## config.mk

```make
export PLATFORM = sky130hd
export DESIGN_NAME = dc_wb_master
export DESIGN_NICKNAME = d
export VERILOG_FILES = /design/src/dc_bus_pkg.sv /design/src/dc_geom_pkg.sv /design/src/dc_wb_master.sv
export SDC_FILE = /design/constraint.sdc
export NUM_CORES = 1
export LEC_CHECK = 0
export ABC_AREA = 1
export BUFFER_PORTS_ARGS = -buffer_cell sky130_fd_sc_hd__buf_4
export CELL_PAD_IN_SITES_DETAIL_PLACEMENT = 1
export CELL_PAD_IN_SITES_GLOBAL_PLACEMENT = 1
export CORE_AREA = 2 2 193 195
export DETAILED_ROUTE_END_ITERATION = 16
export DIE_AREA = 0 0 195 197
export PLACE_DENSITY = 0.66
export SETUP_SLACK_MARGIN = 0.3
export SYNTH_ARGS = -nofsm -noshare
export SYNTH_HDL_FRONTEND = slang
export SYNTH_SLANG_ARGS = --single-unit
```

## constraint.sdc

```tcl
create_clock -name clk -period 5.2 [get_ports clk]
set_input_delay 0.26 -clock clk [delete_from_list [all_inputs] [get_ports clk]]
set_output_delay 0.26 -clock clk [all_outputs]
set_load 0.02 [all_outputs]
```

## src/dc_bus_pkg.sv

```systemverilog
`default_nettype none

package dc_bus_pkg;

    // All four byte lanes
    localparam logic [3:0] SEL_ALL = 4'b1111;

    // CPU load/store request, held steady until ready
    typedef struct packed {
        logic [31:0] addr;
        logic [31:0] wdata;
        logic        we;
        logic [3:0]  be;
    } cpu_req_t;

    // ==================================================
    // Wishbone master side
    // ==================================================

    // stb and cyc always move together
    typedef struct packed {
        logic [31:0] adr;
        logic [31:0] dat;
        logic        we;
        logic [3:0]  sel;
        logic        stb;
        logic        cyc;
    } wb_req_t;

    typedef struct packed {
        logic [31:0] dat;
        logic        ack;
    } wb_resp_t;

    // Transfer kinds run by the bus engine
    typedef enum logic [1:0] {
        OP_LINE_WR,
        OP_LINE_RD,
        OP_SINGLE
    } wb_op_t;

endpackage

`default_nettype wire

```

## src/dc_geom_pkg.sv

```systemverilog
`default_nettype none

package dc_geom_pkg;

    // ==================================================
    // Cache geometry
    // ==================================================

    // 1 KB direct-mapped, 16-byte lines
    localparam int L1_SETS        = 64;
    localparam int WORDS_PER_LINE = 4;
    localparam int TAG_W          = 22;
    localparam int INDEX_W        = 6;
    localparam int WORD_W         = 2;
    localparam int LINE_W         = 128;

    // Address bits 31..23 of the cacheable window 0x8000_0000..0x807F_FFFF
    localparam logic [8:0] CACHE_BASE = 9'b1000_0000_0;

    // ==================================================
    // Types
    // ==================================================

    typedef logic [TAG_W-1:0]   tag_t;
    typedef logic [INDEX_W-1:0] index_t;

    // Tag | index | word in line | byte in word
    typedef struct packed {
        tag_t              tag;
        index_t            index;
        logic [WORD_W-1:0] word;
        logic [1:0]        byte_off;
    } l1_addr_t;

    // One cache line, word 0 in the low bits
    typedef logic [WORDS_PER_LINE-1:0][31:0] line_t;

    // Overlay the enabled bytes of a write word on an old word
    function automatic logic [31:0] merge_bytes(
        input logic [31:0] old_word,
        input logic [31:0] new_word,
        input logic [3:0]  be
    );
        logic [31:0] result;
        result = old_word;
        for (int b = 0; b < 4; b++) begin
            if (be[b]) begin
                result[8*b +: 8] = new_word[8*b +: 8];
            end
        end
        return result;
    endfunction

endpackage

`default_nettype wire

```

## src/dc_wb_master.sv

```systemverilog
`timescale 1ns/100ps
`default_nettype none

module dc_wb_master (
    input  logic                  clk,
    input  logic                  rst,

    // Command from the controller
    input  logic                  start_i,
    input  dc_bus_pkg::wb_op_t    op_i,
    input  logic [31:0]           base_addr_i,
    input  dc_geom_pkg::line_t    wr_line_i,
    input  dc_bus_pkg::cpu_req_t  single_req_i,

    // Wishbone
    output dc_bus_pkg::wb_req_t   wb_req_o,
    input  dc_bus_pkg::wb_resp_t  wb_resp_i,

    // Completion
    output logic                  done_o,
    output dc_geom_pkg::line_t    rd_line_o,
    output logic [31:0]           rd_word_o
);

    logic                             busy_q;
    dc_bus_pkg::wb_op_t               op_q;
    logic [31:0]                      base_q;
    logic [dc_geom_pkg::WORD_W-1:0]   beat_q;

    // First three words of a line read
    logic [2:0][31:0]                 rd_buf_q;

    logic                             single;
    logic                             last_beat;
    logic                             beat_done;

    assign single    = (op_q == dc_bus_pkg::OP_SINGLE);
    assign last_beat = single ||
                       (beat_q == 2'(dc_geom_pkg::WORDS_PER_LINE - 1));
    assign beat_done = busy_q && wb_resp_i.ack;

    // Pulse on the final ack only
    assign done_o    = beat_done && last_beat;

    // Last word passes straight through on done
    assign rd_line_o = {wb_resp_i.dat, rd_buf_q};
    assign rd_word_o = wb_resp_i.dat;

    // ==================================================
    // Sequencing
    // ==================================================

    always_ff @(posedge clk or posedge rst) begin
        if (rst) begin
            busy_q <= 1'b0;
            op_q   <= dc_bus_pkg::OP_LINE_RD;
            beat_q <= '0;
        end else if (start_i && !busy_q) begin
            busy_q <= 1'b1;
            op_q   <= op_i;
            beat_q <= '0;
        end else if (beat_done) begin
            // Advance only on ack so a stalled beat holds still
            beat_q <= beat_q + 1'b1;
            if (last_beat) begin
                busy_q <= 1'b0;
            end
        end
    end

    // Burst base and read words
    always_ff @(posedge clk) begin
        if (start_i && !busy_q) begin
            base_q <= base_addr_i;
        end
        if (beat_done && (op_q == dc_bus_pkg::OP_LINE_RD) && !last_beat) begin
            rd_buf_q[beat_q] <= wb_resp_i.dat;
        end
    end

    // ==================================================
    // Bus drive
    // ==================================================

    always_comb begin
        wb_req_o     = '0;
        wb_req_o.stb = busy_q;
        wb_req_o.cyc = busy_q;
        if (busy_q) begin
            if (single) begin
                wb_req_o.adr = single_req_i.addr;
                wb_req_o.dat = single_req_i.wdata;
                wb_req_o.we  = single_req_i.we;
                wb_req_o.sel = single_req_i.be;
            end else begin
                // Line base plus four bytes per beat
                wb_req_o.adr = base_q + {28'b0, beat_q, 2'b00};
                wb_req_o.dat = wr_line_i[beat_q];
                wb_req_o.we  = (op_q == dc_bus_pkg::OP_LINE_WR);
                wb_req_o.sel = dc_bus_pkg::SEL_ALL;
            end
        end
    end

    a_stb_needs_cyc : assert property (
        @(posedge clk) disable iff (rst)
        wb_req_o.stb |-> wb_req_o.cyc
    );

    // Unacked beat keeps its address for the next cycle
    a_stall_holds_adr : assert property (
        @(posedge clk) disable iff (rst)
        (wb_req_o.stb && !wb_resp_i.ack) |=> (wb_req_o.stb && $stable(wb_req_o.adr))
    );

endmodule

`default_nettype wire

```

* Yosys cells after proc, flatten, opt, wreduce, memory -nomap -nowiden
Cells that the tools add are included.
** Operators by class
- $add $sub $neg :: 2
- Order comparisons :: 2
- Equality and inequality tests :: 3
- Muxes and demuxes :: 12
- Reductions and logical operators :: 13
** Operators with widths (count)
- 2-to-1 mux 69 bit :: 2
- bitwise mux 96 bit :: 1
- binary-select mux 32 bit (select 2 bit) :: 1
- demux 32 bit (select 2 bit) :: 1
- 2-to-1 mux 32 bit :: 2
- adder 32 x 4 -> 32 bit :: 1
- logical AND 1 bit :: 6
- equality test 2 bit (second input constant) :: 2
- 2-to-1 mux 2 bit :: 2
- nonzero test 2 bit :: 2
- less-than comparator 2 x 3 -> 1 bit (second input constant) :: 1
- 2-to-1 mux 1 bit :: 3
- adder 2 x 1 -> 2 bit (second input constant) :: 1
- equality test 2 x 1 -> 1 bit (second input constant) :: 1
- greater-or-equal comparator 2 x 1 -> 1 bit (second input constant) :: 1
- logical NOT 1 bit :: 2
- logical NOT 2 bit :: 1
- AND reduction 2 bit :: 1
- logical OR 1 bit :: 1
** Storage, ports and cells
- Register bits after elaboration :: 133
- Input port bits :: 267
- Output and inout bits :: 232
- Logic and storage cells :: 39

* Longest topological paths before layout
Gate-level depths: netlist of run 1.
- Depth after elaboration :: 5
- Gate-level depth with buffers :: 11
- Mapped depth without buffers :: 11

* Least setup slack after synthesis of run 1
Ideal clock, no wire load.
- Kind :: reg-to-reg
- From :: register beat_q[1] (netlist name)
- To :: register rd_buf_q (netlist bit rd_line_o[0]) (enable)
- Library setup time :: 421 ps
- Data arrival time :: 2462 ps
- Path slack :: 2317 ps
- Stages on the path, launching flop included :: 6
- Clock period less this slack :: 2883 ps
- Path through :: dfrtp_1 inv_1 clkbuf_1 ha_1 inv_1 nor2_1
** On the way
- Longest elaborated chain between the ends :: 4
** RTL lines
- from (decl) :: line dc_wb_master.sv:28 : logic [dc_geom_pkg::WORD_W-1:0] beat_q;
- from (signal assigned) :: line dc_wb_master.sv:64 : beat_q <= beat_q + 1'b1;
- equality test 2 bit :: line dc_wb_master.sv:39 : (beat_q == 2'(dc_geom_pkg::WORDS_PER_LINE - 1));
- logical OR 1 bit :: line dc_wb_master.sv:38 : assign last_beat = single ||
- logical NOT 1 bit :: line dc_wb_master.sv:76 : if (beat_done && (op_q == dc_bus_pkg::OP_LINE_RD) && !last_beat) begin
- logical AND 1 bit :: line dc_wb_master.sv:76
- to (signal, indexed assignment) :: line dc_wb_master.sv:77 : rd_buf_q[beat_q] <= wb_resp_i.dat;
- to (decl) :: line dc_wb_master.sv:31 : logic [2:0][31:0] rd_buf_q;
No other way between the ends.
A chain may end at the register's enable or synchronous reset.

==> flow_metrics.env, run 1 <==
export IMPL_post_cts_buffers=0
export IMPL_place_gp_congestion=0.851
export IMPL_yosysWarnings=0
export IMPL_cts_hold_fix_buffers=33
export IMPL_pre_cts_ws_ns=2.06
export IMPL_async_flop_share=0.0376
export IMPL_die_w_um=195
export IMPL_port_buffers=498
export IMPL_mostFrequentLayoutCells="buf_4, o21ai_0, edfxtp_1"
export IMPL_io_pins=499
export IMPL_register_area_um2=3970
export IMPL_drtIter0Drc=323
export IMPL_grt_usage=0.177
export IMPL_synth_area_um2=7580
export IMPL_finalSetupViolations=0
export IMPL_cts_sink_count=133
export IMPL_drtPass1Iterations=4
export IMPL_synth_area_top_cells="edfxtp_1, o21ai_0, buf_4"
export IMPL_cts_tree="yes"
export IMPL_rows=70
export IMPL_worst_pin_slew_ns=1.13
export IMPL_synthMuxAreaShare=0
export IMPL_crit_path_end_kind="output port"
export IMPL_synth_compound_area_frac=0.165
export IMPL_crit_family="buffers and inverters"
export IMPL_crit_fanout=66
export IMPL_synth_nets=1122
export IMPL_crit_buf_inv=3
export IMPL_worstPathArrival_ns=3.22
export IMPL_routed_via_count=7701
export IMPL_design_area_um2=12300
export IMPL_drive_gt1_frac=0.428
export IMPL_relSlewSlack=0.243
export IMPL_synth_main_ff_cell="edfxtp_1"
export IMPL_final_common_cell="buf_4"
export IMPL_cts_root_buf="clkbuf_16"
export IMPL_synthAdderAreaFrac=0.0125
export IMPL_drc=0
export IMPL_multiInputGateArea_um2=2560
export IMPL_synth_simple_gate_area_frac=0.146
export IMPL_yosys_register_bits=133
export IMPL_dp_hpwl_um=26800
export IMPL_p_per_area_nw_per_um2=483
export IMPL_start_util=0.209
export IMPL_worstSetupPathType="reg2out"
export IMPL_grt_pass1_wl_um=50800
export IMPL_clockBufferDepth=2
export IMPL_die_y_um=197
export IMPL_rsz0062_at_grt="no"
export IMPL_placed_area_um2=11300
export IMPL_ir_drop_mv=0.252
export IMPL_synth_top_area_cell="edfxtp_1"
export IMPL_hold_viol=0
export IMPL_max_freq_ghz=0.287
export IMPL_status="finished clean"
export IMPL_synth_top_family_by_area="compound AO/OA/AOI/OAI gates"
export IMPL_startpoint_type="flip-flop"
export IMPL_required_ns=4.94
export IMPL_post_route_min_period_ns=3.48
export IMPL_wl_um=35000
export IMPL_grt_antenna_before_repair=2
export IMPL_htreeDepth=4
export IMPL_insertion_delay_ns=0.44
export IMPL_fin_skew_ns=0.0172
export IMPL_synth_top_area_share=0.507
export IMPL_synth_xor_area_share=0.0104
export IMPL_drv_cap=0
export IMPL_synth_cell_types=31
export IMPL_maxSlewViolCount=0
export IMPL_worstHoldPathType="in2reg"
export IMPL_first_global_vias=8278
export IMPL_crit_chain="buf_4 -> ha_1 -> inv_1 -> fa_1 -> nor2_4 -> nand2_4 -> nor2_4 -> nand2_1 -> nand2_1 -> nand2_1 -> a21oi_2 -> buf_4"
export IMPL_coreArea_um2=36300
export IMPL_dieArea_um2=38400
export IMPL_drtAntennaViolNets=0
export IMPL_cts_resized_gates=0
export IMPL_slowest_delay_ns=0.52
export IMPL_hold_ws_ns=0.0378
export IMPL_cpMaxStageDelayCell="buf_4"
export IMPL_timing_final_crit_share=0.670
export IMPL_fin_setup_tns_ns=0
export IMPL_fillers=4348
export IMPL_num_nets_final=1574
export IMPL_p_leak_uw=0.00558
export IMPL_grt_ovfl_total=0
export IMPL_synthCells=848
export IMPL_wire_per_inst_um=19.7
export IMPL_areaGrowthSynthToFinish_pct=61.8
export IMPL_layout_setup_ws_ns=1.72
export IMPL_synth_seq_area_share=0.524
export IMPL_numCtsBuffers=17
export IMPL_synth_edf_count=128
export IMPL_path_clk_slew_ns=0.06
export IMPL_avgSynthCellArea_um2=8.94
export IMPL_grt_max_degree=74
export IMPL_cpMostUsedCell="nand2_1"
export IMPL_via_per_inst=4.32
where the power goes:
part / switching, uW / total, uW / internal, uW
clock: 490 / 1250 / 757
combinational: 2080 / 3320 / 1240
sequential: 61.3 / 1360 / 1300
total: 2630 / 5930 / 3300
final cells by class:
cell class / instances / share of cell area
Timing Repair Buffer: 540 / 0.337
Sequential cell: 133 / 0.324
Multi-Input combinational cell: 500 / 0.209
Tap cell: 468 / 0.0477
Clock buffer: 17 / 0.0347
Inverter: 108 / 0.0330
Clock inverter: 14 / 0.0145
Antenna cell: 2 / 0.000408
final timing paths:
| check | startpoint | endpoint | slack (ns) | cells past startpoint |
|---|---|---|---|---|
| setup / recovery | beat_q[0] | wb_req_o[61] | 1.72 | 12 |
| setup reg to reg | beat_q[0] | rd_line_o[6] | 2.28 | 5 |
| hold / removal | wb_resp_i[11] | rd_line_o[74] | 0.04 | 1 |
| hold reg to reg | op_q[0] | op_q[0] | 0.52 | 2 |
| min in group asynchronous | rst | beat_q[1] | 0.33 | 3 |
| max in group asynchronous | rst | op_q[0] | 4.61 | 3 |
synth_stat cells, types with 4 or more instances:
library cell,instances
a21oi_1,8
o21bai_1,40
dfrtp_1,4
buf_4,71
nor2_4,5
nor2_1,115
ha_1,6
edfxtp_1,128
o21ai_0,137
nand2_1,103
inv_1,106
o22ai_1,32
clkbuf_1,32
nand3_1,29
xnor2_1,6
routing by layer:
layer  up-vias  GRT usage  wire, um
met5         -          0         0
met4         0     0.0656       875
met3        32     0.0546      2790
met2       336      0.306     17100
met1      3659      0.207     14300
li1       3674          -         -
registers in the layout, indices dropped and copies added (netlist names):
register / cells
base_q: 32
rd_line_o: 96
op_q: 2
beat_q: 2
busy_q: 1
per-stage QoR:
step | total power (uW) | utilization | cells
after floorplan | 3300 | - | 848
after global placement | 4680 | 0.313 | 1716
after detailed placement | 4730 | 0.313 | 1716
after CTS | 6020 | 0.338 | 1780
after global routing | 6310 | 0.338 | 1781
final | 5930 | 0.338 | 1782
cell families (layout without fill, tap and decap cells):
family,after synthesis,in the layout
compound gates,220,220
xor+xnor,9,9
fa+ha+maj,7,7
buf+inv,215,679
flops,133,133
other cells,0,2
simple gates,264,264
Power figures use the tool's default switching activity.
==> run 2, diff against run 1 <==
--- a/config.mk
+++ b/config.mk
@@ -9,10 +9,10 @@
 export BUFFER_PORTS_ARGS = -buffer_cell sky130_fd_sc_hd__buf_4
 export CELL_PAD_IN_SITES_DETAIL_PLACEMENT = 1
 export CELL_PAD_IN_SITES_GLOBAL_PLACEMENT = 1
-export CORE_AREA = 2 2 193 195
+export CORE_AREA = 2 2 192 194
 export DETAILED_ROUTE_END_ITERATION = 16
-export DIE_AREA = 0 0 195 197
-export PLACE_DENSITY = 0.66
+export DIE_AREA = 0 0 194 196
+export PLACE_DENSITY = 0.69
 export SETUP_SLACK_MARGIN = 0.3
 export SYNTH_ARGS = -nofsm -noshare
 export SYNTH_HDL_FRONTEND = slang
==> constraint.sdc (replaced) <==
create_clock -name clk -period 2.85 [get_ports clk]
set_input_delay 0.1425 -clock clk [delete_from_list [all_inputs] [get_ports clk]]
set_output_delay 0.1425 -clock clk [all_outputs]
set_load 0.02 [all_outputs]
==> run 2 against run 1 <==
  * Routed wire length rose by 2.7%
  * Die area fell by 1.0%
  * Clock skew fell by 0.0045 ns
  * Worst setup slack got worse by 1.4 ns
  * Sequential share of layout area fell by 1.3 points
  * Flip-flop and latch count did not move
  * Critical endpoint is now wb_req_o[7]
  * Highest routed layer unchanged
==> flow_metrics.env, run 2 (synthesized netlist as in run 1, its figures left out) <==
export IMPL_crit_chain="buf_4 -> o21ai_0 -> o22ai_1 -> o21bai_1 -> inv_1 -> buf_4"
export IMPL_die_y_um=196
export IMPL_placed_area_um2=11400
export IMPL_path_clk_slew_ns=0.06
export IMPL_worstPathArrival_ns=2.42
export IMPL_fillers=4218
export IMPL_routed_via_count=7984
export IMPL_min_from="wb_resp_i[0]"
export IMPL_via_per_inst=4.36
export IMPL_top_usage_layer="met2"
export IMPL_insertion_delay_ns=0.44
export IMPL_rrSetupSlack_ns=0.60
export IMPL_htreeDepth=4
export IMPL_drive_gt1_frac=0.432
export IMPL_required_ns=2.71
export IMPL_use_met1=0.211
export IMPL_use_met2=0.326
export IMPL_p_leak_uw=0.00578
export IMPL_hold_path_depth=4
export IMPL_grt_pass1_wl_um=52700
export IMPL_first_global_vias=8591
export IMPL_max_freq_ghz=0.390
export IMPL_rows=70
export IMPL_areaGrowthSynthToFinish_pct=68.5
export IMPL_clockBufferDepth=2
export IMPL_worstHoldPathType="in2reg"
export IMPL_drv_cap=0
export IMPL_status="finished clean"
export IMPL_drtIter0Drc=268
export IMPL_fin_skew_ns=0.0127
export IMPL_crit_buf_inv=3
export IMPL_cts_root_buf="clkbuf_16"
export IMPL_slowest_delay_ns=0.51
export IMPL_power_frac_clock=0.188
export IMPL_numCtsBuffers=17
export IMPL_relSlewSlack=0.609
export IMPL_maxSlewViolCount=0
export IMPL_start_util=0.210
export IMPL_io_pins=499
export IMPL_finalSetupViolations=0
export IMPL_fin_setup_tns_ns=0
export IMPL_pwr_share_seq=0.237
export IMPL_crit_family="compound AO/OA/AOI/OAI gates"
export IMPL_drtPass1Iterations=4
export IMPL_grt_usage=0.183
export IMPL_post_route_min_period_ns=2.56
export IMPL_grt_antenna_before_repair=2
export IMPL_timing_rr_end="rd_line_o[57]"
export IMPL_design_area_um2=12800
export IMPL_r2r_cells=5
export IMPL_crit_path_end_kind="output port"
export IMPL_startpoint_type="flip-flop"
export IMPL_drc=0
export IMPL_grt_max_degree=70
export IMPL_worst_pin_slew_ns=0.586
export IMPL_regToRegStartpoint="busy_q"
export IMPL_port_buffers=498
export IMPL_switching_share=0.451
export IMPL_place_gp_congestion=0.875
export IMPL_mostFrequentLayoutCells="buf_4, o21ai_0, edfxtp_1"
export IMPL_p_comb_frac=0.575
export IMPL_dieArea_um2=38000
export IMPL_wire_per_inst_um=19.7
export IMPL_cpMostUsedCell="buf_4"
export IMPL_internal_power_uw=5920
export IMPL_die_w_um=194
export IMPL_cpMaxStageDelayCell="o22ai_1"
export IMPL_worst_hold_path_endpoint="beat_q[1]"
export IMPL_wl_um=36000
export IMPL_drtAntennaViolNets=0
export IMPL_multiInputGateArea_um2=2620
export IMPL_dp_hpwl_um=27600
export IMPL_crit_fanout=54
export IMPL_cts_tree="yes"
export IMPL_largest_register_ffs=96
export IMPL_p_per_area_nw_per_um2=843
export IMPL_register_area_um2=3970
export IMPL_grt_ovfl_total=0
export IMPL_power_switching_uw=4850
export IMPL_coreArea_um2=36100
export IMPL_grtUsageMet3=0.0574
export IMPL_timing_final_crit_share=0.899
export IMPL_worstSetupPathType="reg2out"
export IMPL_rsz0062_at_grt="yes"
export IMPL_ir_drop_mv=0.545
export IMPL_cts_sink_count=133
export IMPL_hold_viol=0
export IMPL_final_common_cell="buf_4"
export IMPL_num_nets_final=1623
-- run 2: area by class of cell --
class / count / area share
timing repair buffer: 589 / 0.364
sequential: 133 / 0.311
multi-input combinational: 500 / 0.205
tap: 468 / 0.0458
clock buffer: 18 / 0.0336
inverter: 108 / 0.0319
clock inverter: 14 / 0.00823
antenna: 1 / 0.000196
-- run 2: routing by layer --
metal | routed length [um] | up-vias
met5 | 0 | -
met1 | 14200 | 3841
li1 | - | 3774
met2 | 18300 | 342
met3 | 2910 | 27
met4 | 576 | 0
-- run 2: timing repair --
item | CTS | global route
gates cloned | 0 | 0
pin swaps | 2 | 11
resized for setup | 6 | 13
setup buffers | 2 | 6
endpoints found under the setup margin | 26 | 17
endpoints found under the hold margin | 136 | 0
hold buffers | 68 | 0
-- run 2: how the worst max path moves through the flow --
stage	start	end	cells past startpoint
final	beat_q[0]	wb_req_o[7]	6
after CTS	beat_q[0]	wb_req_o[57]	11
after global placement	beat_q[1]	wb_req_o[57]	10
after floorplan	beat_q[1]	rd_line_o[0]	5
after detailed placement	beat_q[1]	wb_req_o[57]	10
after global routing	beat_q[0]	wb_req_o[57]	11
-- run 2: stage by stage --
stage	setup WS [ns]	hold WS, ns	instances	util	total power, uW
floorplan	-0.0333	-0.0797	848	-	6020
global placement	0.507	0.0744	1722	0.317	8630
detailed placement	0.422	0.0755	1722	0.317	8700
CTS	0.277	0.0347	1824	0.351	10900
global route	0.240	0.0852	1831	0.354	11500
finish	0.288	0.0584	1831	0.354	10800
-- run 2: power groups by stage --
| stage | Clock (uW) | Combinational, uW | Sequential [uW] |
|---|---|---|---|
| 6_report | 2020 | 6200 | 2550 |
| 5_1_grt | 2130 | 6750 | 2580 |
| 4_1_cts | 2080 | 6250 | 2550 |
| 3_5_place_dp | 0 | 6090 | 2610 |
| 3_3_place_gp | 0 | 6030 | 2600 |
| 2_1_floorplan | 0 | 3420 | 2600 |
-- run 2: tightest hold or removal path, cell delays in order --
cell     delay (ns)
buf_4          0.08
nand2_1        0.07
nand2_1        0.09
o21ai_0        0.07
