==> config.mk <==
export PLATFORM = sky130hd
export DESIGN_NAME = dc_ctrl
export DESIGN_NICKNAME = d
export VERILOG_FILES = /design/src/dc_bus_pkg.sv /design/src/dc_geom_pkg.sv /design/src/dc_ctrl.sv
export SDC_FILE = /design/constraint.sdc
export NUM_CORES = 1
export LEC_CHECK = 0
export BUFFER_PORTS_ARGS = -buffer_cell sky130_fd_sc_hd__buf_4
export CORE_AREA = 5 5 372 374
export DETAILED_ROUTE_END_ITERATION = 8
export DIE_AREA = 0 0 377 379
export SYNTH_ARGS = -nofsm -noshare
export SYNTH_HDL_FRONTEND = slang
export SYNTH_SLANG_ARGS = --single-unit
==> constraint.sdc <==
create_clock -name clk -period 6.6 [get_ports clk]
set_clock_uncertainty 0.05 [all_clocks]
set_input_delay 1.32 -clock clk [delete_from_list [all_inputs] [get_ports clk]]
set_output_delay 1.32 -clock clk [all_outputs]
set_load 0.02 [all_outputs]
==> src/dc_bus_pkg.sv <==
`default_nettype none

package dc_bus_pkg;

    // All four byte lanes
    localparam logic [3:0] SEL_ALL = 4'b1111;

    // CPU load/store request, held steady until ready
    typedef struct packed {
        logic [31:0] addr;
        logic [31:0] wdata;
        logic        we;
        logic [3:0]  be;
    } cpu_req_t;

    // ==================================================
    // Wishbone master side
    // ==================================================

    // stb and cyc always move together
    typedef struct packed {
        logic [31:0] adr;
        logic [31:0] dat;
        logic        we;
        logic [3:0]  sel;
        logic        stb;
        logic        cyc;
    } wb_req_t;

    typedef struct packed {
        logic [31:0] dat;
        logic        ack;
    } wb_resp_t;

    // Transfer kinds run by the bus engine
    typedef enum logic [1:0] {
        OP_LINE_WR,
        OP_LINE_RD,
        OP_SINGLE
    } wb_op_t;

endpackage

`default_nettype wire

==> src/dc_geom_pkg.sv <==
`default_nettype none

package dc_geom_pkg;

    // ==================================================
    // Cache geometry
    // ==================================================

    // 1 KB direct-mapped, 16-byte lines
    localparam int L1_SETS        = 64;
    localparam int WORDS_PER_LINE = 4;
    localparam int TAG_W          = 22;
    localparam int INDEX_W        = 6;
    localparam int WORD_W         = 2;
    localparam int LINE_W         = 128;

    // Address bits 31..23 of the cacheable window 0x8000_0000..0x807F_FFFF
    localparam logic [8:0] CACHE_BASE = 9'b1000_0000_0;

    // ==================================================
    // Types
    // ==================================================

    typedef logic [TAG_W-1:0]   tag_t;
    typedef logic [INDEX_W-1:0] index_t;

    // Tag | index | word in line | byte in word
    typedef struct packed {
        tag_t              tag;
        index_t            index;
        logic [WORD_W-1:0] word;
        logic [1:0]        byte_off;
    } l1_addr_t;

    // One cache line, word 0 in the low bits
    typedef logic [WORDS_PER_LINE-1:0][31:0] line_t;

    // Overlay the enabled bytes of a write word on an old word
    function automatic logic [31:0] merge_bytes(
        input logic [31:0] old_word,
        input logic [31:0] new_word,
        input logic [3:0]  be
    );
        logic [31:0] result;
        result = old_word;
        for (int b = 0; b < 4; b++) begin
            if (be[b]) begin
                result[8*b +: 8] = new_word[8*b +: 8];
            end
        end
        return result;
    endfunction

endpackage

`default_nettype wire

==> src/dc_ctrl.sv <==
`timescale 1ns/100ps
`default_nettype none

module dc_ctrl (
    input  logic                  clk,
    input  logic                  rst,

    // CPU side
    input  dc_bus_pkg::cpu_req_t  cpu_req_i,
    input  logic                  cpu_valid_i,
    output logic [31:0]           cpu_rdata_o,
    output logic                  cpu_ready_o,

    // Line store
    output dc_geom_pkg::l1_addr_t lookup_addr_o,
    input  logic                  hit_i,
    input  dc_geom_pkg::line_t    line_i,
    input  dc_geom_pkg::tag_t     victim_tag_i,
    input  logic                  victim_dirty_i,
    output logic                  hit_we_o,
    output dc_geom_pkg::line_t    hit_line_o,
    output logic                  fill_we_o,
    output dc_geom_pkg::index_t   fill_index_o,
    output dc_geom_pkg::tag_t     fill_tag_o,
    output dc_geom_pkg::line_t    fill_line_o,
    output logic                  fill_dirty_o,

    // Bus engine
    output logic                  start_o,
    output dc_bus_pkg::wb_op_t    op_o,
    output logic [31:0]           base_addr_o,
    output dc_geom_pkg::line_t    wr_line_o,
    output dc_bus_pkg::cpu_req_t  single_req_o,
    input  logic                  done_i,
    input  dc_geom_pkg::line_t    rd_line_i,
    input  logic [31:0]           rd_word_i
);

    typedef enum logic [1:0] {
        IDLE,
        WRITEBACK,
        REFILL,
        BYPASS
    } state_t;

    state_t                state_q;
    logic                  start_q;

    // Request held across a miss or bypass
    dc_bus_pkg::cpu_req_t  req_q;
    dc_geom_pkg::tag_t     victim_tag_q;

    dc_geom_pkg::l1_addr_t cur_addr;
    dc_geom_pkg::l1_addr_t req_addr;
    logic                  cacheable;
    logic                  hit_ok;
    logic [31:0]           hit_word;
    logic [31:0]           fill_word;

    // ==================================================
    // Classification and lookup
    // ==================================================

    assign cur_addr  = cpu_req_i.addr;
    assign req_addr  = req_q.addr;
    assign cacheable = (cpu_req_i.addr[31:23] == dc_geom_pkg::CACHE_BASE);

    // Store hit counts only inside the cacheable window
    assign hit_ok    = (state_q == IDLE) && cpu_valid_i && cacheable && hit_i;

    // Off IDLE the lookup points at the latched line, the writeback source
    assign lookup_addr_o = (state_q == IDLE) ? cur_addr : req_addr;

    // Write hit merges bytes into the indexed line
    assign hit_word = dc_geom_pkg::merge_bytes(line_i[cur_addr.word],
                                               cpu_req_i.wdata, cpu_req_i.be);

    always_comb begin
        hit_line_o                = line_i;
        hit_line_o[cur_addr.word] = hit_word;
    end

    assign hit_we_o = hit_ok && cpu_req_i.we;

    // ==================================================
    // Fill with write allocate
    // ==================================================

    assign fill_word = dc_geom_pkg::merge_bytes(rd_line_i[req_addr.word],
                                                req_q.wdata, req_q.be);

    always_comb begin
        fill_line_o = rd_line_i;
        if (req_q.we) begin
            fill_line_o[req_addr.word] = fill_word;
        end
    end

    assign fill_we_o    = (state_q == REFILL) && done_i;
    assign fill_index_o = req_addr.index;
    assign fill_tag_o   = req_addr.tag;
    assign fill_dirty_o = req_q.we;

    // ==================================================
    // Bus command
    // ==================================================

    assign start_o      = start_q;
    assign wr_line_o    = line_i;
    assign single_req_o = req_q;

    always_comb begin
        op_o        = dc_bus_pkg::OP_LINE_RD;
        base_addr_o = {req_q.addr[31:4], 4'b0000};
        case (state_q)
            WRITEBACK: begin
                // Victim line address from its old tag
                op_o        = dc_bus_pkg::OP_LINE_WR;
                base_addr_o = {victim_tag_q, req_addr.index, 4'b0000};
            end
            BYPASS:  op_o = dc_bus_pkg::OP_SINGLE;
            default: op_o = dc_bus_pkg::OP_LINE_RD;
        endcase
    end

    // State machine
    always_ff @(posedge clk or posedge rst) begin
        if (rst) begin
            state_q <= IDLE;
            start_q <= 1'b0;
        end else begin
            start_q <= 1'b0;
            case (state_q)
                IDLE: begin
                    if (cpu_valid_i && !hit_ok) begin
                        start_q <= 1'b1;
                        if (!cacheable) begin
                            state_q <= BYPASS;
                        end else if (victim_dirty_i) begin
                            state_q <= WRITEBACK;
                        end else begin
                            state_q <= REFILL;
                        end
                    end
                end
                WRITEBACK: begin
                    // Refill follows the last write ack
                    if (done_i) begin
                        state_q <= REFILL;
                        start_q <= 1'b1;
                    end
                end
                default: begin
                    if (done_i) begin
                        state_q <= IDLE;
                    end
                end
            endcase
        end
    end

    // Request and victim tag, captured as IDLE hands off
    always_ff @(posedge clk) begin
        if ((state_q == IDLE) && cpu_valid_i && !hit_ok) begin
            req_q        <= cpu_req_i;
            victim_tag_q <= victim_tag_i;
        end
    end

    // ==================================================
    // CPU response
    // ==================================================

    always_comb begin
        cpu_rdata_o = line_i[cur_addr.word];
        cpu_ready_o = hit_ok;
        case (state_q)
            REFILL: begin
                // Requested word, unmerged, straight from the burst
                cpu_rdata_o = rd_line_i[req_addr.word];
                cpu_ready_o = done_i;
            end
            BYPASS: begin
                cpu_rdata_o = rd_word_i;
                cpu_ready_o = done_i;
            end
            WRITEBACK: cpu_ready_o = 1'b0;
            default:   cpu_ready_o = hit_ok;
        endcase
    end

    a_ready_on_done : assert property (
        @(posedge clk) disable iff (rst)
        (cpu_ready_o && (state_q != IDLE)) |-> done_i
    );

endmodule

`default_nettype wire

Word-level counts from Yosys, hierarchy flattened
Index checks and enable logic that the tools add are counted.
- register bits after elaboration: 94
- input port bits: 385
- output and inout port bits: 584
- word-level logic and storage cells: 64
- magnitude comparators: 4
- equality and inequality tests: 6
- multiplexer cells: 33
- reductions and logical operators: 14
- operator list (kind ; count):
    $bwmux 128 ; 2
    $mux 32 ; 6
    $bmux 32 s2 ; 2
    $demux 32 s2 ; 2
    $mux 128 ; 1
    $mux 8 ; 8
    $pmux 32 s2 ; 1
    $mux 2 ; 5
    $eq 9x9->1 const B ; 1
    $logic_and 1x1->1 ; 9
    $pmux 2 s2 ; 2
    $lt 2x3->1 const B ; 2
    $eq 2x2->1 const B ; 2
    $ge 2x1->1 const B ; 2
    $pmux 1 s2 ; 2
    $reduce_and 3->1 ; 1
    $eq 2x1->1 const B ; 1
    $logic_not 2->1 ; 1
    $mux 1 ; 2
    $ne 2x1->1 const B ; 1
    $ne 2x2->1 const B ; 1
    $reduce_bool 2->1 ; 1
    $reduce_or 2->1 ; 1
    $logic_not 1->1 ; 1

Longest topological paths before layout
Gate-level depths: netlist (run 1).
- depth after elaboration: 8
- depth in mapped cells: 6
- depth with buffers taken out: 3

Worst setup path after synthesis (run 1)
No wires, ideal clock.
- kind: input to register
- start: input port cpu_req_i[68] (netlist name)
- end: register req_q, in the netlist fill_dirty_o (enable)
- library setup time: 0.571 ns
- arrival time: 6.012 ns
- data required time: 5.979 ns
- path slack: -0.032 ns
- stages on the path: 3
- path buffers: 0
- path through: or4b_4 nor3_2 a21oi_1
- longest elaborated chain between the ends: 5
- RTL lines (element ; RTL line ; text):
    start, declared ; dc_ctrl.sv:9 ; input dc_bus_pkg::cpu_req_t cpu_req_i,
    $eq 9x9->1 ; dc_ctrl.sv:66 ; assign cacheable = (cpu_req_i.addr[31:23] == dc_geom_pkg::CACHE_BASE);
    $logic_and 1x1->1 (2 in series) ; dc_ctrl.sv:69 ; assign hit_ok = (state_q == IDLE) && cpu_valid_i && cacheable && hit_i;
    $logic_not 1->1 ; dc_ctrl.sv:164 ; if ((state_q == IDLE) && cpu_valid_i && !hit_ok) begin
    $logic_and 1x1->1 ; dc_ctrl.sv:164 ;
    end signal, assigned ; dc_ctrl.sv:165 ; req_q <= cpu_req_i;
    end, declared ; dc_ctrl.sv:50 ; dc_bus_pkg::cpu_req_t req_q;
Every way passes these cells.
A chain may end at the register's enable or synchronous reset.

==> metrics.log, run 1 <==
[metrics] actual slew at the worst max-slew pin: 1.19 ns
[metrics] unrepaired setup endpoints after global routing: false
[metrics] number of max-slew violations in the final report: 0
[metrics] Final Routed Wirelength: between 100 and 150 mm
[metrics] synthesized-area fraction occupied by and/or/nand/nor cells: 5.46%
[metrics] GRT Overall Usage: between 15 and 20%
[metrics] post-synthesis share of cell area spent on xor and xnor gates: 0%
[metrics] post-synth top area cell: sky130_fd_sc_hd__mux2_2
[metrics] starting density of the core: about 7.8%
[metrics] register bit total from synthesis: 94
[metrics] Synth Area in Adders: 0%
[metrics] Fmax achieved: 198 MHz
[metrics] average wire per standard cell: 39.6 µm
[metrics] hold violation total from the final report: 0
[metrics] area of the core region: 0.135 mm²
[metrics] type of element capturing the critical path: primary output
[metrics] sum of net half-perimeters after detailed placement: 121 mm
[metrics] netlist area before placement: 0.0106 mm²
[metrics] antenna violations before repair: 60
[metrics] remaining global-route overflow: 0
[metrics] dominant cells by area after synthesis: sky130_fd_sc_hd__mux2_2 (35%), sky130_fd_sc_hd__edfxtp_1 (26%), sky130_fd_sc_hd__buf_4 (12%), sky130_fd_sc_hd__mux4_2 (6.8%), sky130_fd_sc_hd__mux2_4 (4.1%)
[metrics] overall die area: 0.143 mm²
[metrics] gate count after technology mapping: 882
[metrics] Fin Setup TNS: 0 ns
[metrics] total power divided by cell area: 290 mW/mm²
[metrics] max-slew headroom at the worst pin: slightly above 20%
[metrics] signal arrival time at the worst endpoint: 3.68 ns
[metrics] Req. time, crit path: roughly 5.2 ns
[metrics] startpoint type of the worst setup path: input pin
[metrics] number of gates resized after CTS: 0
[metrics] busiest layer in global routing: met2
[metrics] mux cell area share after synthesis: 47.7%
[metrics] hold slack: 0.700 ns
[metrics] met1 usage in global routing: 22.8%
[metrics] max capacitance violation total: 0
[metrics] final critical-path required period: 5.05 ns
[metrics] largest family of logic cells by synthesized area: multiplexers
[metrics] layout cells sized above 1: 85.4%
[metrics] DRT Pass-1 Iters: 9
[metrics] synthesized-area fraction occupied by ao, oa, aoi and oai cells: 5.13%
[metrics] DRC violation count after routing: 3
[metrics] via count of the first global-routing pass: ~12000
[metrics] final period utilization: 76.5%
[metrics] post-route worst setup slack: 1.55 ns
[metrics] post-detailed-route count of antenna-violating nets: 0
[metrics] number of distinct library cells after synthesis: 39
[metrics] maximum level of the CTS H-tree: 3
[metrics] number of synthesized flops with an enable pin: between 90 and 100
[metrics] final standard cell count with taps included and fillers excluded: ~3500
[metrics] status: finished with violations
[metrics] setup slack after placement: approximately 1.6 ns
[metrics] class of the most critical setup path: in -> out
[metrics] Critical Path Fanout Max: 18
[metrics] average footprint of a synthesized cell: 12.0 µm²
[metrics] number of warning messages in the yosys log: 0
[metrics] share of flip-flops with an asynchronous set or reset after synthesis: between 3 and 4%
[metrics] post-CTS setup-driven buffer insertion count: 0
[metrics] number of buffers on the longest clock path: 2
[metrics] part of the Yosys area used for sequential elements: 26.6%
[metrics] routed vias/inst: between 3 and 4
[metrics] Die Width: 377 µm
[metrics] count of buffers from port buffering: 964
[metrics] number of buffers inserted by hold repair at cts: 0
[metrics] Clock Root Buffer: sky130_fd_sc_hd__clkbuf_16
[metrics] maximum number of pins on one net before global-route repair: 48
[metrics] TritonCTS clock tree: built
[metrics] instance count after placement with tap cells included: 3435
[metrics] most used flip-flop cell after synthesis: sky130_fd_sc_hd__edfxtp_1
[metrics] total number of placement rows: 135
[metrics] layout overhead on the synthesized area: 79.9%
[metrics] clock sink count: 94
[metrics] total clock buffers created by CTS: 9
[metrics] nets: 2050
[metrics] routability-driven placement congestion ratio: 0.913
[metrics] clock transition time at the flip-flop clock pins of the worst setup and hold paths: around 0.09 ns
[metrics] first-pass GRT wire length: 162 mm
[metrics] Die Span Y: 379 µm
[metrics] Final setup viols: 0
[metrics] global-route track usage on met3: 8.33%
[metrics] fraction of the core area covered by cells at the end of the flow: 14.1%
[metrics] DR iter-0 viols: around 1100
[metrics] Worst-Skew Late Latency: 0.43 ns
[metrics] class of the worst hold path: in -> async
[metrics] vias post-DR: 12100
[metrics] GRT met2 Usage: about 29%
[metrics] P_leak: 7.96 nW
[metrics] violations in the final reports: DRC
[metrics] top-area cell type share of the netlist area: 35.0%
[metrics] Filler cells: 15200
[metrics] I/O Pins: around 970
[metrics] worst IR drop on VDD: 0.166 mV
## final cells by class
class                           count  area [µm²]  share of cell area [%]
Clock inverter                      7        80.1                   0.421
Antenna cell                       15        37.5                   0.197
Inverter                            3        11.3                  0.0592
Clock buffer                        9         225                    1.18
Tap cell                         1781        2230                    11.7
Multi-Input combinational cell    570        6210                    32.6
Sequential cell                    94        2810                    14.8
Timing Repair Buffer              987        7410                    39.0
## cells in the mapped netlist (12+ instances only)
cell type                    n
sky130_fd_sc_hd__a21oi_1    33
sky130_fd_sc_hd__a222oi_1   32
sky130_fd_sc_hd__buf_2      21
sky130_fd_sc_hd__buf_4     172
sky130_fd_sc_hd__clkbuf_1   15
sky130_fd_sc_hd__edfxtp_1   91
sky130_fd_sc_hd__mux2_1     17
sky130_fd_sc_hd__mux2_2    328
sky130_fd_sc_hd__mux2_4     29
sky130_fd_sc_hd__mux4_2     32
sky130_fd_sc_hd__nand3_2    12
sky130_fd_sc_hd__nor2_1     35
## registers in the layout (all words and copies together) (netlist names)
register	flops
single_req_o	36
req_addr	32
victim_tag_q	22
state_q	2
fill_dirty_o	1
start_o	1
## critical path, cell delays in order
cell                      delay, ns
sky130_fd_sc_hd__buf_4         0.18
sky130_fd_sc_hd__buf_4         0.43
sky130_fd_sc_hd__nor2b_1       0.43
sky130_fd_sc_hd__nand2_2       0.60
sky130_fd_sc_hd__mux2_2        0.50
sky130_fd_sc_hd__buf_4         0.16
## where the power goes
part	total (mW)	switching [mW]	internal [mW]
Clock	0.647	0.376	0.270
Combinational	3.83	2.44	1.39
Sequential	1.04	0.225	0.813
Total	5.52	3.05	2.47
## cells by family after synthesis
group / count (synthesis)
other: 1
AND/OR/NAND/NOR: 90
buffers and inverters: 221
multiplexers: 406
flip-flops: 94
AO/OA/AOI/OAI: 70
## final timing paths
| kind | start | endpoint | slack [ns] | depth (start not counted) |
|---|---|---|---|---|
| min in group clk | victim_tag_i[21] | victim_tag_q[21]$_DFFE_PP_ | 1.00 | 1 |
| min reg2reg | state_q[1]$_DFFE_PP0P_ | state_q[1]$_DFFE_PP0P_ | 1.07 | 2 |
| max | cpu_req_i[39] | hit_line_o[35] | 1.55 | 6 |
| max in group asynchronous | rst | state_q[1]$_DFFE_PP0P_ | 5.66 | 2 |
| min | rst | start_o$_DFF_PP0_ | 0.70 | 2 |
| max reg2reg | state_q[0]$_DFFE_PP0P_ | single_req_o[8]$_DFFE_PP_ | 3.43 | 5 |
## routing by layer
metal	part of all wire (%)	wire length (µm)
met2	45	62200
met4	1.8	2480
met5	0.075	103
met3	12	16000
met1	41	56500
## metrics by stage
| step | cell area, µm² | power [mW] |
|---|---|---|
| floorplan | 10600 | 2.76 |
| global placement | 18700 | 4.94 |
| detailed placement | 18700 | 4.94 |
| CTS | 19000 | 5.66 |
| global route | 19000 | 5.78 |
| finish | 19000 | 5.52 |
## cell usage in the layout (no fill, tap or decap), types with 2 or more instances in the layout
master and instances:
sky130_fd_sc_hd__a222oi_1 32, sky130_fd_sc_hd__nand4_2 4, sky130_fd_sc_hd__mux2_2 328, sky130_fd_sc_hd__inv_1 3, sky130_fd_sc_hd__nand2_2 4, sky130_fd_sc_hd__mux4_2 32, sky130_fd_sc_hd__clkinv_4 2, sky130_fd_sc_hd__mux2_1 17
sky130_fd_sc_hd__diode_2 15, sky130_fd_sc_hd__nor2_4 2, sky130_fd_sc_hd__nand3_2 12, sky130_fd_sc_hd__inv_8 2, sky130_fd_sc_hd__nand2_1 11, sky130_fd_sc_hd__conb_1 4, sky130_fd_sc_hd__buf_4 987, sky130_fd_sc_hd__nor2b_1 3
sky130_fd_sc_hd__a21oi_1 32, sky130_fd_sc_hd__edfxtp_1 91, sky130_fd_sc_hd__and2_1 4, sky130_fd_sc_hd__nor2_1 34, sky130_fd_sc_hd__clkbuf_16 9, sky130_fd_sc_hd__nor3_4 4, sky130_fd_sc_hd__clkinv_8 2, sky130_fd_sc_hd__mux2_4 29
sky130_fd_sc_hd__nor3b_1 2
No activity file was read; power rests on OpenSTA's default activity.
==> inputs of run 2 (changes only) <==
ABC_AREA = 1   (was default)
CORE_AREA = 5 5 373 375   (was 5 5 372 374)
DIE_AREA = 0 0 378 380   (was 0 0 377 379)
clock period = 4.82 ns   (was 6.6 ns; I/O delays follow)
==> run 2 against run 1 <==
The run now ends clean. Wire length is 5.9% lower. Clock-buffer cell count is 1 higher. Clock power is 45% higher. Sequential power is 25% higher. Area after synthesis is 9.4% higher. Critical path depth is 1 higher. Synthesized cell count is 120% higher. Via count is 44% higher. Largest cell class unchanged. Critical endpoint is now fill_line_o[119]. Non-clock buffer count is 25 higher.
==> metrics.log, run 2 <==
[metrics] layout overhead on the synthesized area: 74.4% (was 79.9%)
[metrics] vias post-DR: 17400 (was 12100)
[metrics] maximum level of the CTS H-tree: 3 (unchanged)
[metrics] top-area cell type share of the netlist area: 25.9% (was 35.0%)
[metrics] DRT Pass-1 Iters: 6 (was 9)
[metrics] max-slew headroom at the worst pin: 33.1% (was 20.3%)
[metrics] Req. time, crit path: 3.81 ns (was 5.23 ns)
[metrics] maximum number of pins on one net before global-route repair: 57 (was 48)
[metrics] endpoint of the worst-slack reg-to-reg timing path: single_req_o[28]$_DFFE_PP_ (was single_req_o[8]$_DFFE_PP_)
[metrics] number of gates resized after CTS: 0 (unchanged)
[metrics] Filler cells: 15700 (was 15200)
[metrics] total power divided by cell area: 396 mW/mm² (was 290 mW/mm²)
[metrics] post-detailed-route count of antenna-violating nets: 0 (unchanged)
[metrics] startpoint type of the worst setup path: register (was input pin)
[metrics] commonest cells after routing, fill and taps aside: sky130_fd_sc_hd__buf_4 (1008), sky130_fd_sc_hd__nand2_1 (792), sky130_fd_sc_hd__nand3_1 (356), sky130_fd_sc_hd__edfxtp_1 (91), sky130_fd_sc_hd__inv_1 (86) (was sky130_fd_sc_hd__buf_4 (987), sky130_fd_sc_hd__mux2_2 (328), sky130_fd_sc_hd__edfxtp_1 (91), sky130_fd_sc_hd__nor2_1 (34))
[metrics] antenna violations before repair: 34 (was 60)
[metrics] average wire per standard cell: 28.8 µm (was 39.6 µm)
[metrics] number of warning messages in the yosys log: 0 (unchanged)
[metrics] signal arrival time at the worst endpoint: 3.10 ns (was 3.68 ns)
[metrics] dominant cells by area after synthesis: sky130_fd_sc_hd__nand2_1 (26%), sky130_fd_sc_hd__edfxtp_1 (24%), sky130_fd_sc_hd__nand3_1 (15%), sky130_fd_sc_hd__buf_4 (11%), sky130_fd_sc_hd__or2_2 (3.5%) (was sky130_fd_sc_hd__mux2_2 (35%), sky130_fd_sc_hd__edfxtp_1 (26%), sky130_fd_sc_hd__buf_4 (12%), sky130_fd_sc_hd__mux4_2 (6.8%), sky130_fd_sc_hd__mux2_4 (4.1%))
[metrics] class of the most critical setup path: reg -> out (was in -> out)
[metrics] number of distinct library cells after synthesis: 22 (was 39)
[metrics] clock transition time at the flip-flop clock pins of the worst setup and hold paths: 0.09 ns (about the same)
[metrics] Worst-Skew Late Latency: 0.40 ns (was 0.43 ns)
[metrics] average footprint of a synthesized cell: 5.98 µm² (was 12.0 µm²)
[metrics] Die Span Y: 380 µm (was 379 µm)
[metrics] sum of net half-perimeters after detailed placement: 111 mm (was 121 mm)
[metrics] TritonCTS clock tree: built (unchanged)
[metrics] most repeated cell in the gate-level netlist after synthesis: sky130_fd_sc_hd__nand2_1 (was sky130_fd_sc_hd__mux2_2)
[metrics] class of the worst hold path: in -> async (unchanged)
[metrics] Final setup viols: 0 (unchanged)
[metrics] register-to-register setup slack: 1.79 ns (was 3.43 ns)
[metrics] Fin Setup TNS: 0 ns (unchanged)
[metrics] count of buffers from port buffering: 964 (unchanged)
[metrics] leading post-synthesis cells by instance count: sky130_fd_sc_hd__nand2_1 (798), sky130_fd_sc_hd__nand3_1 (356), sky130_fd_sc_hd__buf_4 (171) (was sky130_fd_sc_hd__mux2_2 (328), sky130_fd_sc_hd__buf_4 (172), sky130_fd_sc_hd__edfxtp_1 (91))
[metrics] routed vias/inst: 3.89 (was 3.50)
[metrics] beginning of the worst register-to-register path: state_q[0]$_DFFE_PP0P_ (unchanged)
[metrics] post-synth top area cell: sky130_fd_sc_hd__nand2_1 (was sky130_fd_sc_hd__mux2_2)
[metrics] DRC violation count after routing: 0 (was 3)
[metrics] worst IR drop on VDD: 0.214 mV (was 0.166 mV)
[metrics] final period utilization: 85.3%
[metrics] number of cell instances on the worst register-to-register path: 7 (was 5)
[metrics] DR iter-0 viols: 1844 (was 1138)
[metrics] number of synthesized flops with an enable pin: 91 (unchanged)
[metrics] status: complete, no violations (was finished with violations)
[metrics] remaining global-route overflow: 0 (unchanged)
[metrics] number of max-slew violations in the final report: 0 (unchanged)
[metrics] Critical Path Slowest Stage Cell: sky130_fd_sc_hd__nor2_4 (was sky130_fd_sc_hd__nand2_2)
[metrics] P_leak: 10.3 nW (was 7.96 nW)
[metrics] Die Width: 378 µm (was 377 µm)
[metrics] number of buffers inserted by hold repair at cts: 0 (unchanged)
[metrics] sequential cell area: 0.00281 mm² (about the same)
[metrics] post-CTS setup-driven buffer insertion count: 0 (unchanged)
[metrics] netlist area before placement: 0.0116 mm² (was 0.0106 mm²)
[metrics] area of the core region: 0.135 mm² (about the same)
[metrics] I/O Pins: 969 (unchanged)
[metrics] total number of placement rows: 135 (unchanged)
[metrics] via count of the first global-routing pass: 16800 (was 12000)
[metrics] Critical Path Fanout Max: 18 (unchanged)
[metrics] fraction of the core area covered by cells at the end of the flow: 14.9% (was 14.1%)
[metrics] hold violation total from the final report: 0 (unchanged)
[metrics] layout cells sized above 1: 42.4% (was 85.4%)
[metrics] clock sink count: 94 (unchanged)
[metrics] routability-driven placement congestion ratio: 1.01 (was 0.913)
[metrics] Clock Root Buffer: sky130_fd_sc_hd__clkbuf_16 (unchanged)
[metrics] most frequent standard cell in the layout excluding fill and tap cells: sky130_fd_sc_hd__buf_4 (unchanged)
[metrics] total clock buffers created by CTS: 9 (unchanged)
[metrics] Fmax achieved: ~240 MHz
[metrics] number of buffers on the longest clock path: 2 (unchanged)
[metrics] register bit total from synthesis: 94 (unchanged)
[metrics] multi-input combinational cell area: 0.00674 mm² (was 0.00621 mm²)
[metrics] most used flip-flop cell after synthesis: sky130_fd_sc_hd__edfxtp_1 (unchanged)
[metrics] final critical-path required period: 4.11 ns
[metrics] share of flip-flops with an asynchronous set or reset after synthesis: 3.19% (unchanged)
[metrics] gate count after technology mapping: 1933 (was 882)
[metrics] longest individual stage delay on the worst path: 0.60 ns (about the same)
[metrics] starting density of the core: 8.56% (was 7.85%)
[metrics] Final Routed Wirelength: 129 mm (was 137 mm)
[metrics] nets: 3071 (was 2050)
[metrics] max capacitance violation total: 0 (unchanged)
[metrics] cell-by-cell listing of the critical path: nor2_4 > buf_4 > a22oi_1 > nand3_1 > nand3_1 > nand2_1 > buf_4 (was buf_4 > buf_4 > nor2b_1 > nand2_2 > mux2_2 > buf_4)
[metrics] overall die area: 0.144 mm² (was 0.143 mm²)
[metrics] number of flip-flops under the largest register name: 36 (unchanged)
[metrics] actual slew at the worst max-slew pin: 1.00 ns (was 1.19 ns)
[metrics] first-pass GRT wire length: 165 mm (was 162 mm)
[metrics] unrepaired setup endpoints after global routing: false (unchanged)
[metrics] type of element capturing the critical path: primary output (unchanged)
[metrics] GRT Overall Usage: 17.0% (was 18.2%)
[metrics] part of the Yosys area used for sequential elements: 24.3% (was 26.6%)
==> run 2: final cells by class <==
class                   instances  share of cell area, %
clock inverters                 6                  0.584
repair buffers               1012                   37.9
multi-input cells            1473                   33.5
well taps                    1781                   11.1
clock buffers                  10                   1.14
diodes                          7                 0.0869
flip-flops and latches         94                   13.9
inverters                      96                   1.80
==> run 2: logic make-up (layout without fill, tap and decap cells) <==
family	after synthesis	count (layout)	synth area share [%]
AND/OR/NAND/NOR	1304	1304	47.7
multiplexers	9	9	0.877
AO/OA/AOI/OAI	156	156	9.01
other	1	11	0.0325
buffers and inverters	369	1124	18.1
flip-flops	94	94	24.3
==> run 2: per-stage QoR <==
step,setup slack (ns),cells,area (µm²),hold WS [ns],power (mW)
5_1_grt,0.505,4472,20100,0.412,8.39
6_report,0.710,4479,20200,0.429,7.99
3_5_place_dp,0.541,4456,19800,0.610,7.12
4_1_cts,0.540,4472,20100,0.381,8.10
2_1_floorplan,1.25,1936,11600,0.520,3.97
3_3_place_gp,0.578,4456,19800,0.613,7.13
==> run 2: critical path, delay by kind of cell, from the launching register on <==
kind	cells	cell delay, ns
DFF	1	0.55
buffers and inverters	2	0.63
AOI/OAI and AO/OA	1	0.28
and+or+nand+nor	4	1.18
==> run 2: power by group <==
part / total (mW) / switching, mW / internal, mW
sequential: 1.30 / 0.187 / 1.11
clock: 0.938 / 0.423 / 0.515
combinational: 5.75 / 3.91 / 1.85
total: 7.99 / 4.52 / 3.47
==> run 2: how the worst max path moves through the flow <==
stage,start,endpoint,slack [ns],cells past startpoint
after floorplan,cpu_req_i[66],fill_dirty_o$_DFFE_PP_,1.25,6
after global placement,cpu_req_i[39],cpu_rdata_o[3],0.58,10
after detailed placement,cpu_req_i[39],cpu_rdata_o[3],0.54,10
after CTS,cpu_req_i[39],cpu_rdata_o[3],0.54,10
after global routing,cpu_req_i[39],cpu_rdata_o[3],0.51,10
final,req_addr[3]$_DFFE_PP_,fill_line_o[119],0.71,7
==> run 2: layer usage <==
| metal | up-vias | GRT usage [%] | routed length (µm) | share of wire, % |
|---|---|---|---|---|
| met2 | 1181 | 25.9 | 55700 | 43 |
| met5 | - | 0 | 57 | 0.044 |
| li1 | 7659 | - | - | - |
| met1 | 8474 | 23.8 | 58200 | 45 |
| met3 | 103 | 4.47 | 12100 | 9.4 |
| met4 | 8 | 3.92 | 3000 | 2.3 |
==> inputs of run 3 (changes only) <==
CELL_PAD_IN_SITES_DETAIL_PLACEMENT = 2   (was default)
CELL_PAD_IN_SITES_GLOBAL_PLACEMENT = 2   (was default)
CORE_AREA = 5 5 379 381   (was 5 5 373 375)
DIE_AREA = 0 0 384 386   (was 0 0 378 380)
PLACE_DENSITY_LB_ADDON = 0.1   (was default)
==> run 3 against run 2 <==
Hold slack got worse by 0.072 ns. Critical path depth grew 2. Sequential power about the same. Critical path type is now in -> out. Largest cell class unchanged. Highest routed layer unchanged.
==> metrics.log, run 3 (synthesis gave the netlist of run 2 again) <==
[metrics] I/O Pins: 969 (unchanged)
[metrics] type of element capturing the critical path: primary output (unchanged)
[metrics] Overall Power: 7.73 mW (was 7.99 mW)
[metrics] Worst Path Buf+Inv: 3 (was 2)
[metrics] status: complete, no violations (unchanged)
[metrics] unrepaired setup endpoints after global routing: false (unchanged)
[metrics] number of buffers inserted by hold repair at cts: 0 (unchanged)
[metrics] design area: 0.0203 mm² (was 0.0202 mm²)
[metrics] class of the worst hold path: in -> async (unchanged)
[metrics] Req. time, crit path: 3.81 ns (about the same)
[metrics] clock transition time at the flip-flop clock pins of the worst setup and hold paths: 0.10 ns (was 0.09 ns)
[metrics] Clock Root Buffer: sky130_fd_sc_hd__clkbuf_16 (unchanged)
[metrics] Final setup viols: 0 (unchanged)
[metrics] class of the most critical setup path: in -> out (was reg -> out)
[metrics] total number of placement rows: 138 (was 135)
[metrics] final period utilization: 86.9% (was 85.3%)
[metrics] Final Routed Wirelength: 127 mm (was 129 mm)
[metrics] first-pass GRT wire length: 164 mm (was 165 mm)
[metrics] worst IR drop on VDD: 0.186 mV (was 0.214 mV)
[metrics] antenna violations before repair: 18 (was 34)
[metrics] hold slack: 0.356 ns (was 0.429 ns)
[metrics] via count of the first global-routing pass: 18200 (was 16800)
[metrics] setup slack after placement: 0.508 ns (was 0.541 ns)
[metrics] number of buffers on the longest clock path: 2 (unchanged)
[metrics] vias post-DR: 16500 (was 17400)
[metrics] sum of net half-perimeters after detailed placement: 107 mm (was 111 mm)
[metrics] max-slew headroom at the worst pin: 35.5% (was 33.1%)
[metrics] Critical Path Slowest Stage Cell: sky130_fd_sc_hd__nand2_2 (was sky130_fd_sc_hd__nor2_4)
[metrics] routability-driven placement congestion ratio: 0.783 (was 1.01)
[metrics] count of buffers from port buffering: 964 (unchanged)
[metrics] most frequent standard cell in the layout excluding fill and tap cells: sky130_fd_sc_hd__buf_4 (unchanged)
[metrics] layout cells sized above 1: 42.6% (was 42.4%)
[metrics] Filler cells: 16800 (was 15700)
[metrics] final standard cell count with taps included and fillers excluded: 4594 (was 4479)
[metrics] clock sink count: 94 (unchanged)
[metrics] actual slew at the worst max-slew pin: 0.968 ns (was 1.00 ns)
[metrics] post-detailed-route count of antenna-violating nets: 0 (unchanged)
[metrics] Die Span Y: 386 µm (was 380 µm)
[metrics] post-route worst setup slack: 0.630 ns (was 0.710 ns)
[metrics] total power divided by cell area: 381 mW/mm² (was 396 mW/mm²)
[metrics] TritonCTS clock tree: built (unchanged)
[metrics] Critical Path Fanout Max: 26 (was 18)
[metrics] remaining global-route overflow: 0 (unchanged)
[metrics] Top Family by Delay on Critical Path: simple AND/OR/NAND/NOR gates (unchanged)
[metrics] P_leak: 10.3 nW (about the same)
[metrics] starting density of the core: 8.24% (was 8.56%)
[metrics] cell area reported after detailed placement: 0.0200 mm² (was 0.0198 mm²)
[metrics] Die Width: 384 µm (was 378 µm)
[metrics] number of cell instances on the worst register-to-register path: 7 (unchanged)
[metrics] signal arrival time at the worst endpoint: 3.18 ns (was 3.10 ns)
[metrics] maximum level of the CTS H-tree: 3 (unchanged)
[metrics] DR iter-0 viols: 607 (was 1844)
[metrics] number of flip-flops under the largest register name: 36 (unchanged)
[metrics] DRC violation count after routing: 0 (unchanged)
[metrics] layout overhead on the synthesized area: 75.6% (was 74.4%)
[metrics] GRT Overall Usage: 16.2% (was 17.0%)
[metrics] fraction of the core area covered by cells at the end of the flow: 14.5% (was 14.9%)
[metrics] startpoint type of the worst setup path: input pin (was register)
[metrics] commonest cells after routing, fill and taps aside: sky130_fd_sc_hd__buf_4 (1004), sky130_fd_sc_hd__nand2_1 (792), sky130_fd_sc_hd__nand3_1 (356), sky130_fd_sc_hd__edfxtp_1 (91), sky130_fd_sc_hd__inv_1 (84) (was sky130_fd_sc_hd__buf_4 (1008), sky130_fd_sc_hd__nand2_1 (792), sky130_fd_sc_hd__nand3_1 (356), sky130_fd_sc_hd__edfxtp_1 (91), sky130_fd_sc_hd__inv_1 (86))
[metrics] hold violation total from the final report: 0 (unchanged)
[metrics] routed vias/inst: 3.59 (was 3.89)
[metrics] DRT Pass-1 Iters: 5 (was 6)
[metrics] most common cell type on the critical path: sky130_fd_sc_hd__buf_4
[metrics] final critical-path required period: 4.19 ns (was 4.11 ns)
[metrics] post-CTS setup-driven buffer insertion count: 0 (unchanged)
[metrics] overall die area: 0.148 mm² (was 0.144 mm²)
[metrics] maximum number of pins on one net before global-route repair: 53 (was 57)
[metrics] longest individual stage delay on the worst path: 0.63 ns (was 0.60 ns)
[metrics] max capacitance violation total: 0 (unchanged)
[metrics] nets: 3070 (was 3071)
[metrics] Fmax achieved: 239 MHz (was 243 MHz)
[metrics] area of the core region: 0.140 mm² (was 0.135 mm²)
[metrics] Fin Setup TNS: 0 ns (unchanged)
[metrics] number of gates resized after CTS: 0 (unchanged)
[metrics] cell-by-cell listing of the critical path: buf_4 > nand2_2 > buf_4 > nor2_1 > a21oi_1 > nand3_1 > nand3_1 > nand2_1 > buf_4 (was nor2_4 > buf_4 > a22oi_1 > nand3_1 > nand3_1 > nand2_1 > buf_4)
[metrics] average wire per standard cell: 27.5 µm (was 28.8 µm)
[metrics] number of max-slew violations in the final report: 0 (unchanged)
[metrics] stages on the worst setup path: 9 (was 7)
[metrics] Worst-Skew Late Latency: 0.42 ns (was 0.40 ns)
[metrics] instance count after placement with tap cells included: 4564 (was 4456)
[metrics] total clock buffers created by CTS: 9 (unchanged)
[run 3: cell types whose count changed in the layout (fill, tap and decap cells not counted), sizes merged]
cell	before	now
diode	7	14
buf	1012	1011
bufinv	3	0
inv	94	101
clkinvlp	1	0
clkbuf	10	9
clkinv	4	2
[run 3: layout make-up]
class                   instances  area [µm²]  share of cell area (%)
flip-flops and latches         94        2810                    13.8
clock buffers                   9         225                    1.11
repair buffers               1011        7680                    37.8
diodes                         14        35.0                   0.173
clock inverters                 7        81.3                   0.401
multi-input cells            1473        6740                    33.2
inverters                      96         363                    1.79
well taps                    1890        2360                    11.7
[run 3: final timing paths]
kind / startpoint / endpoint / slack [ns]
min reg2reg: state_q[1]$_DFFE_PP0P_ / state_q[1]$_DFFE_PP0P_ / 0.66
min in group clk: state_q[1]$_DFFE_PP0P_ / state_q[1]$_DFFE_PP0P_ / 0.66
max in group asynchronous: rst / state_q[1]$_DFFE_PP0P_ / 4.23
max: cpu_req_i[39] / hit_line_o[82] / 0.63
max reg2reg: state_q[0]$_DFFE_PP0P_ / req_addr[3]$_DFFE_PP_ / 2.31
min: rst / start_o$_DFF_PP0_ / 0.36
[run 3: report_power, final]
| part | internal, mW | switching (mW) |
|---|---|---|
| clock network | 0.373 | 0.462 |
| registers | 1.11 | 0.175 |
| logic | 1.85 | 3.77 |
[run 3: routing by layer]
layer  up-vias  part of all wire, %  global-route usage (%)
met5         -                0.027                       0
met3        74                  5.2                    3.49
met4         6                  2.2                    4.37
li1       7679                    -                       -
met2       524                   52                    29.9
met1      8210                   40                    18.7
